$ cat config.mk
export PLATFORM = sky130hd
export DESIGN_NAME = instQueue
export DESIGN_NICKNAME = d
export VERILOG_FILES = /design/src/rtl/memPkg.sv /design/src/rtl/instQueue.sv
export SDC_FILE = /design/constraint.sdc
export NUM_CORES = 1
export LEC_CHECK = 0
export ABC_CLOCK_PERIOD_IN_PS = 7400
export BUFFER_PORTS_ARGS = -buffer_cell sky130_fd_sc_hd__buf_2
export CORE_MARGIN = 5
export CORE_UTILIZATION = 30
export CTS_BUF_LIST = sky130_fd_sc_hd__clkbuf_2
export DETAILED_ROUTE_END_ITERATION = 7
export GPL_ROUTABILITY_DRIVEN = 1
export HOLD_SLACK_MARGIN = 0.05
export PLACE_DENSITY = 0.52
export SETUP_SLACK_MARGIN = 0.4
export SYNTH_ARGS = -nofsm -noshare
export SYNTH_HDL_FRONTEND = slang
export SYNTH_SLANG_ARGS = --single-unit
export TNS_END_PERCENT = 1
$ cat constraint.sdc
create_clock -name clk -period 7.4 [get_ports clk]
set_input_delay 1.48 -clock clk [delete_from_list [all_inputs] [get_ports clk]]
set_output_delay 1.48 -clock clk [all_outputs]
set_load 0.005 [all_outputs]
$ cat src/rtl/memPkg.sv
package memPkg;

    // byte address space of the RAM
    localparam int addrWidth = 12;
    localparam int memDepth = 4096;

    localparam int queueDepth = 4;

    localparam logic [addrWidth-1:0] resetPc = '0;

    // access length in bytes, 1, 2 or 4
    typedef logic [2:0] lenT;

    typedef struct packed {
        logic                 isStore;
        lenT                  len;
        logic [addrWidth-1:0] addr;
        logic [31:0]          wdata;
    } dataReqT;

    typedef struct packed {
        logic                 write;
        logic [addrWidth-1:0] addr;
        logic [7:0]           wdata;
    } memBusT;

    typedef struct packed {
        logic [addrWidth-1:0] pc;
        logic [31:0]          inst;
    } instEntryT;

endpackage

$ cat src/rtl/instQueue.sv
module instQueue (
    input  logic              clk,
    input  logic              rst,
    input  logic              push,
    input  memPkg::instEntryT pushEntry,
    input  logic              pop,
    input  logic              flush,
    output logic              full,
    output logic              valid,
    output memPkg::instEntryT head
);
    import memPkg::*;

    typedef logic [$clog2(queueDepth)-1:0] ptrT;
    typedef logic [$clog2(queueDepth + 1)-1:0] countT;

    instEntryT entries [queueDepth];
    ptrT       rdPtr;
    ptrT       wrPtr;
    countT     count;
    logic      doPush;
    logic      doPop;

    function automatic ptrT nextPtr(ptrT ptr);
        return (ptr == ptrT'(queueDepth - 1)) ? '0 : ptr + 1'b1;
    endfunction

    assign full = (count == countT'(queueDepth));
    assign valid = (count != '0);
    assign head = entries[rdPtr];

    // flush wins over push and pop
    assign doPush = push && !full && !flush;
    assign doPop = pop && valid && !flush;

    always_ff @(posedge clk) begin
        if (rst || flush) begin
            rdPtr <= '0;
            wrPtr <= '0;
            count <= '0;
        end else begin
            if (doPush) begin
                wrPtr <= nextPtr(wrPtr);
            end
            if (doPop) begin
                rdPtr <= nextPtr(rdPtr);
            end
            if (doPush && !doPop) begin
                count <= count + 1'b1;
            end else if (doPop && !doPush) begin
                count <= count - 1'b1;
            end
        end
    end

    always_ff @(posedge clk) begin
        if (doPush) begin
            entries[wrPtr] <= pushEntry;
        end
    end

endmodule

==> metrics.md <==
| Metric | Value |
|---|---|
| Vias in the first global route | around 3400 |
| Final Hold Fails | 0 |
| Hold Buf Count CTS | 0 |
| Global routing usage on met1 | 12.6% |
| Crit-path max cell delay | between 1 and 1.5 ns |
| CTS max path bufs | 2 |
| Slew HR | 37.9% |
| Worst hold path stage count | 2 |
| # port buffers | 94 |
| Syn-to-layout area delta | 14.6% |
| Area leader, netlist | edfxtp_1 |
| Largest net degree at the start of global routing | 45 |
| Depth of the most critical reg-to-reg path | 8 |
| Critical Path Fanout Max | between 40 and 50 |
| Crit path DAT | about 2.6 ns |
| CTS sink cnt | about 190 |
| First-pass GRT wire length | roughly 20000 µm |
| Cell with the most instances after synthesis | edfxtp_1 |
| Yosys Warn Count | 0 |
| Hold Path Origin | rdPtr[1] |
| Met2 Usage GRT | between 15 and 20% |
| Routability Congestion | about 0.65 |
| Initial antenna violation count | 4 |
| Global routing usage on met3 | between 4 and 5% |
| RSZ-0062 raised after global routing | false |
| Hold crit path type | flip-flop to flip-flop |
| Post-synth EDFFs | ~180 |
| CP Launch Type | flip-flop |
| Die Ht | 162 µm |
| Fin crit share | a little under three fifths |
| Asr flop ratio synth | 0% |
| Reg clk slew, reported paths | ~0.3 ns |
| Final setup viols | 0 |
| Core Box Area | 22600 µm² |
| Post-layout minimum cycle time | 4.12 ns |
| Placed Cells incl. Taps | between 600 and 700 |
| Vias | approximately 3100 |
| CTS tree | done |
| Predominant post-synthesis flop cell | edfxtp_1 |
| GRT busiest layer | met2 |
| CP cell instances | mux4_1 > buf_2 |
| Maxcap violations | 0 |
| Synth Area per Inst | 24.6 µm² |
| Post-Syn Nets | 336 |
| Row count | 55 |
| Critical path class | flip-flop to primary output |
| Cells after Synth | between 200 and 300 |
| Total Wirelength | between 10000 and 15000 µm |
| CP required | between 5 and 6 ns |
| Slew @ Worst Pin | just over 0.9 ns |
| Slowest stage cell, crit path | dfxtp_4 |
| Crit. End Element | primary output |
| Synth top area cells | edfxtp_1 (77%), mux4_2 (13%), dfxtp_1 (2.6%) |
| Register-to-register setup slack | between 5 and 6 ns |
| DRT iter0 DRCs | about 150 |
| Hold Worst Slack | just over 0.5 ns |
| RR Startpoint | count[0] |
| Routed vias/inst | 4.57 |
| Fmax | about 0.24 GHz |
| Final Util | about a third |
| Pwr/cell area | between 200 and 250 nW/µm² |
| Mapped cell area | ~6900 µm² |
| DRC viols | 0 |
| Sequential area share after synthesis | 79.3% |
| Detail Placement HPWL | 7910 µm |
| Starting Density | a little over 30% |
| Flops & latches, synth | ~190 |
| Final Net Count | about 440 |
| Pre-antenna DRT Iters | 4 |
| Commonest cells post-synth | edfxtp_1 (176), mux4_2 (40), dfxtp_1 (9), nand2_1 (8), ha_1 (6) |
| Leakage | between 2 and 3 nW |
| Outcome | finished, final reports clean |
| Resized cells post-CTS | 0 |
| Total GRT Usage | between 10% and 20% |
| CTS H-tree depth | 4 |
| DR WL/cell | a little under 20 µm |
| Skew-Pair Late Insertion Delay | 0.73 ns |
| Final antenna-violating net count | 0 |
| Cts bufs inserted | 17 |
| RR Endpoint | count[2] |
| Post-CTS Setup Repair Bufs | 0 |
| Layout Skew | ~0.041 ns |
| DIE AREA | between 20000 and 30000 µm² |
| Final Max Slew Viols | 0 |
| Non-Filler Instances | 687 |
| I/O pin count | 95 |
| Layout cell share with drive strength beyond 1 | between 40% and 50% |
| GRT overflow | 0 |
| Final TNS setup | 0 ns |
| Synth cell types | 24 |
| Area share of the largest cell type after synthesis | between 70% and 80% |
| Root buffer cell | clkbuf_2 |
| Maximum vdd drop | 0.0933 mV |
| Die width | ~160 µm |
metrics by stage:
step           power, mW  setup WS [ns]  instance area [µm²]
2_1_floorplan       1.23           4.04                 6900
3_3_place_gp        1.27           4.01                 7650
3_5_place_dp        1.27           3.93                 7650
4_1_cts             1.77           3.09                 7900
5_1_grt             1.83           2.95                 7900
6_report            1.74           3.28                 7900
cell families (layout without fill, tap and decap cells):
logic type / count (synthesis) / after routing / synth area share (%)
flops: 185 / 185 / 79.3
mux: 49 / 49 / 15.3
simple gates: 22 / 22 / 1.76
buf+inv: 13 / 134 / 1.85
fa+ha+maj: 7 / 7 / 1.38
compound gates: 2 / 2 / 0.181
xor+xnor: 2 / 2 / 0.254
other cells: 0 / 1 / 0
power breakdown:
group          internal (mW)  total (mW)  switching, mW
sequential              1.16        1.17        0.00691
clock                  0.110       0.491          0.381
combinational         0.0385      0.0788         0.0403
worst max path at each step:
stage                          endpoint  slack, ns  depth (start not counted)
after floorplan           entries[3][0]       4.04                          2
after global placement         count[2]       4.01                          8
after detailed placement       count[2]       3.93                          8
after CTS                      head[36]       3.09                          2
after global routing           head[36]       2.95                          2
final                          head[36]       3.28                          2
registers in the layout, indices dropped and copies added (netlist names), named ones only:
name / flops
entries: 176
count: 3
wrPtr: 2
rdPtr: 2
layout by cell type, fill, tap and decap left out, types with 2 or more instances in the layout:
| cell | netlist | final |
|---|---|---|
| edfxtp_1 | 176 | 176 |
| buf_2 | 4 | 94 |
| mux4_2 | 40 | 40 |
| clkbuf_2 | 1 | 17 |
| nand2_1 | 8 | 8 |
| inv_8 | 0 | 7 |
| dfxtp_1 | 9 | 7 |
| ha_1 | 6 | 6 |
| mux2i_1 | 5 | 5 |
| clkinvlp_4 | 0 | 5 |
| buf_4 | 0 | 5 |
| and2_2 | 0 | 4 |
| mux4_1 | 4 | 4 |
| inv_1 | 3 | 3 |
| nor2_1 | 3 | 3 |
| xor2_1 | 2 | 2 |
| nor3_1 | 2 | 2 |
| clkinv_8 | 0 | 2 |
worst max-delay path: cells and delay by family (launching register included):
family | cells | cell delay (ns)
flops | 1 | 1.04
buf+inv | 1 | 0.16
mux | 1 | 0.70
routing by layer:
layer,part of all wire [%],vias up
li1,-,1395
met3,5.4,13
met5,0.21,-
met4,1.0,6
met2,52,60
met1,42,1663
area by class of cell:
cell class | instances | area, µm²
inverter | 3 | 11.3
antenna | 1 | 2.50
tap | 285 | 357
clock buffer | 17 | 85.1
timing repair buffer | 99 | 508
sequential | 185 | 5470
clock inverter | 15 | 158
multi-input combinational | 82 | 1310
fill | 2118 | 14700
Note: power is estimated with default switching activity, not from simulation.
