## src/rtl/memPkg.sv

```systemverilog
package memPkg;

    // byte address space of the RAM
    localparam int addrWidth = 12;
    localparam int memDepth = 4096;

    localparam int queueDepth = 4;

    localparam logic [addrWidth-1:0] resetPc = '0;

    // access length in bytes, 1, 2 or 4
    typedef logic [2:0] lenT;

    typedef struct packed {
        logic                 isStore;
        lenT                  len;
        logic [addrWidth-1:0] addr;
        logic [31:0]          wdata;
    } dataReqT;

    typedef struct packed {
        logic                 write;
        logic [addrWidth-1:0] addr;
        logic [7:0]           wdata;
    } memBusT;

    typedef struct packed {
        logic [addrWidth-1:0] pc;
        logic [31:0]          inst;
    } instEntryT;

endpackage

```

## src/rtl/fetchUnit.sv

```systemverilog
module fetchUnit (
    input  logic                         clk,
    input  logic                         rst,
    input  logic                         redirectEn,
    input  logic [memPkg::addrWidth-1:0] redirectPc,
    input  logic                         fetchDone,
    input  logic [31:0]                  fetchInst,
    input  logic                         full,
    output logic                         fetchEn,
    output logic [memPkg::addrWidth-1:0] fetchAddr,
    output logic                         push,
    output memPkg::instEntryT            pushEntry,
    output logic                         flush
);
    import memPkg::*;

    logic [addrWidth-1:0] pc;
    logic                 running;
    logic                 pending;
    logic                 discard;
    logic                 fresh;
    instEntryT            heldEntry;

    // a result that belongs to the current pc
    assign fresh = fetchDone && !discard && !redirectEn;

    assign fetchEn = running && !full && !pending;
    assign fetchAddr = pc;
    assign flush = redirectEn;

    assign push = (fresh || (pending && !redirectEn)) && !full;

    always_comb begin
        if (pending) begin
            pushEntry = heldEntry;
        end else begin
            pushEntry.pc = pc;
            pushEntry.inst = fetchInst;
        end
    end

    always_ff @(posedge clk) begin
        if (rst) begin
            running <= 1'b0;
            pc <= resetPc;
            pending <= 1'b0;
            discard <= 1'b0;
        end else begin
            running <= 1'b1;
            if (redirectEn) begin
                pc <= redirectPc;
                pending <= 1'b0;
                // whatever fetch is outstanding now is stale
                discard <= fetchEn && !fetchDone;
            end else begin
                if (fresh) begin
                    pc <= pc + addrWidth'(4);
                end
                if (fresh && full) begin
                    pending <= 1'b1;
                end else if (pending && !full) begin
                    pending <= 1'b0;
                end
                if (fetchDone) begin
                    discard <= 1'b0;
                end
            end
        end
    end

    always_ff @(posedge clk) begin
        if (fresh && full) begin
            heldEntry.pc <= pc;
            heldEntry.inst <= fetchInst;
        end
    end

endmodule

```

## config.mk

```make
export PLATFORM = sky130hd
export DESIGN_NAME = fetchUnit
export DESIGN_NICKNAME = d
export VERILOG_FILES = /design/src/rtl/memPkg.sv /design/src/rtl/fetchUnit.sv
export SDC_FILE = /design/constraint.sdc
export NUM_CORES = 1
export LEC_CHECK = 0
export ABC_AREA = 0
export BUFFER_PORTS_ARGS = -buffer_cell sky130_fd_sc_hd__buf_2
export CORE_UTILIZATION = 45
export DETAILED_ROUTE_END_ITERATION = 8
export PLACE_DENSITY_LB_ADDON = 0.12
export SLEW_MARGIN = 30
export SYNTH_ARGS = -nofsm -noshare
export SYNTH_HDL_FRONTEND = slang
export SYNTH_SLANG_ARGS = --single-unit
```

## constraint.sdc

```tcl
create_clock -name clk -period 2.9 [get_ports clk]
set_clock_uncertainty 0.2 [all_clocks]
set_input_delay 0.145 -clock clk [delete_from_list [all_inputs] [get_ports clk]]
set_output_delay 0.145 -clock clk [all_outputs]
set_load 0.02 [all_outputs]
```

==> flow_summary_export.csv <==
group,metric,value,unit
outcome,status,"finished clean",
worst_setup_path,endpoint_kind,"primary output",
die,initial_core_util,47.2,%
clock_tree,tritoncts_num_sinks,59,
final_layout,nNetsFinal,402,
placement,numPortBuffers,107,
sta,final-max-slew-violation-count,0,
clock_tree,clk_latency_worst_skew_pair,0.32,ns
clock_tree,ctsRootBufferMaster,"clkbuf_8",
grt,grt.overflow.total,0,
clock_tree,cts_tree,"yes",
worst_setup_path,r2r_start,"fetchAddr[2]$_SDFFE_PP0P_",
placement,gp_congestion,0.761,
sta,post_route_fraction_of_the_period_consumed_by_the_critical_path,81.5,%
logic_synthesis,synth_top_cells_by_area,"edfxtp_1 51%, mux2_2 18%, dfxtp_1 11%",
final_layout,final-seq-area,0.00162,mm^2
grt,wire_length_of_the_first_global_routing_pass,9740,um
grt,grt_antenna_before_repair,0,
sta,finalCriticalPeriod,2.36,ns
worst_setup_path,path_max_fanout,34,
routing,route.final.wire_length,6070,um
clock_tree,cts_made_buffers,9,
sta,grt_setup_unrepaired,"no",
logic_synthesis,synthesis.yosys.warnings,0,
worst_hold_path,hold_start,"redirectEn",
worst_setup_path,reg2reg_setup_slack,0.57,ns
sta,setup_viol_count_final,0,
logic_synthesis,syn_avg_cell_area,14.2,um^2
clock_tree,ctsLongestPathBuffers,2,
clock_tree,clock_tree.htree_level_count,3,
sta,worst_slew_margin_rel,49.9,%
grt,grt_start_max_net_pins,45,
placement,detailedPlacementHpwl,3790,um
final_layout,layout.cells.most_common_list,"107 x buf_2, 58 x dlygate4sd3_1, 44 x edfxtp_1, 41 x mux2_2, 14 x dfxtp_1",
routing,detailedRoute.firstPassIterationCount,4,
routing,dr_total_vias,2159,
final_layout,final_common_cell,"buf_2",
logic_synthesis,ffs_latches_synth,59,
final_layout,area.growth.synth_to_final,52.3,%
final_layout,diodes,0,
die,floorplan.die.height,78.2,um
worst_setup_path,worstSetupStartpointType,"flop",
routing,post_drt_wl_per_cell,14.1,um
job,cap_violations,0,
logic_synthesis,count_of_mapped_cells_out_of_synthesis,184,
placement,placedInstanceArea,0.00321,mm^2
worst_hold_path,worst_hold_path_cells,2,
routing,drc,0,
grt,globalRouteTotalUtil,21.0,%
final_layout,post-route-cell-area,0.00398,mm^2
power_and_ir_drop,vdd_ir_drop_max,0.435,mV
routing,routed_via_density,5.03,
power_and_ir_drop,powerDensity,508,mW/mm^2
logic_synthesis,yosys.area.top_type_share,50.6,%
logic_synthesis,synthesized_netlist_net_count,234,
routing,detail-route-antenna-nets,0,
clock_tree,post_cts.resized_instances,0,
worst_hold_path,endpoint_worst_hold,"fetchAddr[11]$_SDFFE_PP0P_",
sta,finalSetupTns,0,ns
sta,finalHoldWorstSlack,0.102,ns
die,die_width,78.2,um
logic_synthesis,synthesis.area,0.00261,mm^2
grt,grt_pass1_vias,2097,
worst_hold_path,hold_path.class,"input port to flop",
power_and_ir_drop,power_leakage,1.67,nW
worst_setup_path,crit_arrival,2.02,ns
worst_setup_path,timing_worst_setup_path_type,"flop to primary output",
logic_synthesis,share_of_synthesized_flip_flops_with_an_asynchronous_set_or_reset,0,%
final_layout,total_area_of_multi_input_combinational_cells,933,um^2
final_layout,layout-drive-gt1-share,47.1,%
die,floorplan.die_area,0.00611,mm^2
worst_setup_path,rr_endpoint,"fetchAddr[6]$_SDFFE_PP0P_",
logic_synthesis,ys.flop_type,"edfxtp_1",
worst_setup_path,worst_r2r_path_depth,5,
routing,initialDrtViolationCount,98,
logic_synthesis,synth_cell_type_count,42,
clock_tree,cts.clk_slew.worst_paths,0.06,ns
logic_synthesis,synth-seq-area-share,62.1,%
sta,fmaxAchievable,0.423,GHz
sta,slew_at_the_pin_with_the_worst_max_slew_slack,0.752,ns
final_layout,fill_cells,400,
die,top_level_ports,108,
logic_synthesis,largest_area_contributor_in_the_synthesized_netlist,"edfxtp_1",
logic_synthesis,synth-edff-count,44,
die,fp.coreArea,0.00554,mm^2
die,rows,27,
worst_setup_path,required,2.56,ns
sta,finalHoldViolations,0,
==> per-layer routing <==
layer	routed length, um	vias to the layer above	part of all wire [%]	track usage [%]
met5	0	-	0	0
met4	139	0	2.3	10.6
met3	369	13	6.1	4.19
met2	2980	76	49	35.6
met1	2580	1023	42	25.3
li1	-	1047	-	-
==> state kept, by name (all words and copies together), names as in the netlist <==
signal     flops
discard        1
running        1
pending        1
fetchAddr     12
heldEntry     44
==> logic make-up after synthesis <==
group | Yosys count | share of synthesized area, %
simple gates | 39 | 9.00
flops | 59 | 62.1
xor+xnor | 2 | 0.671
fa+ha+maj | 1 | 0.479
compound gates | 23 | 6.18
buf+inv | 15 | 2.39
mux | 45 | 19.2
==> power by group <==
part / leakage [nW] / switching [mW] / total (mW) / internal (mW)
Clock: 0.0954 / 0.301 / 0.715 / 0.414
Sequential: 0.531 / 0.0300 / 0.973 / 0.943
Combinational: 1.04 / 0.168 / 0.335 / 0.167
==> what timing repair did <==
item | CTS | global route
hold endpoints to repair | 47 | 0
setup buffers | 0 | 0
hold buffers | 58 | 0
==> cell type report <==
cell class              count  share of cell area [%]
repair buffers            166                    28.2
clock buffers              12                    3.65
clock inverters             4                    1.07
well taps                  72                    2.26
flip-flops and latches     59                    40.8
inverters                   6                   0.566
multi-input cells         110                    23.5
==> worst max-delay path by stage <==
stage | start | endpoint | slack (ns) | cells after the start
after CTS | pending$_SDFFE_PP0P_ | pushEntry[15] | 0.48 | 3
after global routing | pending$_SDFFE_PP0P_ | pushEntry[15] | 0.40 | 3
after detailed placement | redirectEn | heldEntry[37]$_DFFE_PP_ | 0.70 | 3
final | pending$_SDFFE_PP0P_ | pushEntry[15] | 0.54 | 3
after global placement | redirectEn | heldEntry[36]$_DFFE_PP_ | 0.74 | 3
after floorplan | discard$_SDFFE_PP0P_ | heldEntry[0]$_DFFE_PP_ | 0.56 | 2
==> worst max-delay path, stage by stage, from the launching register on <==
cell,delay (ns)
dfxtp_2,0.82
buf_4,0.35
mux2_2,0.36
buf_2,0.16
==> synth_stat cells, drive strengths merged, types with 3 or more instances <==
library cell and count:
dfxtp 15, o21ai 9, buf 5, or3 3, edfxtp 44, mux2i 4, nor2 10, mux2 41
a311oi 3, nand2 5, a211oi 3, inv 5, clkbuf 4
==> through the flow <==
| stage | instances | setup WS [ns] | total power [mW] | utilization [%] |
|---|---|---|---|---|
| 6_report | 429 | 0.536 | 2.02 | 71.8 |
| 5_1_grt | 429 | 0.399 | 2.10 | 71.8 |
| 4_1_cts | 429 | 0.484 | 2.03 | 71.8 |
| 3_5_place_dp | 355 | 0.697 | 1.26 | 57.9 |
| 3_3_place_gp | 355 | 0.739 | 1.26 | 57.9 |
| 2_1_floorplan | 184 | 0.562 | 1.15 | - |
No activity file was read; power rests on OpenSTA's default activity.
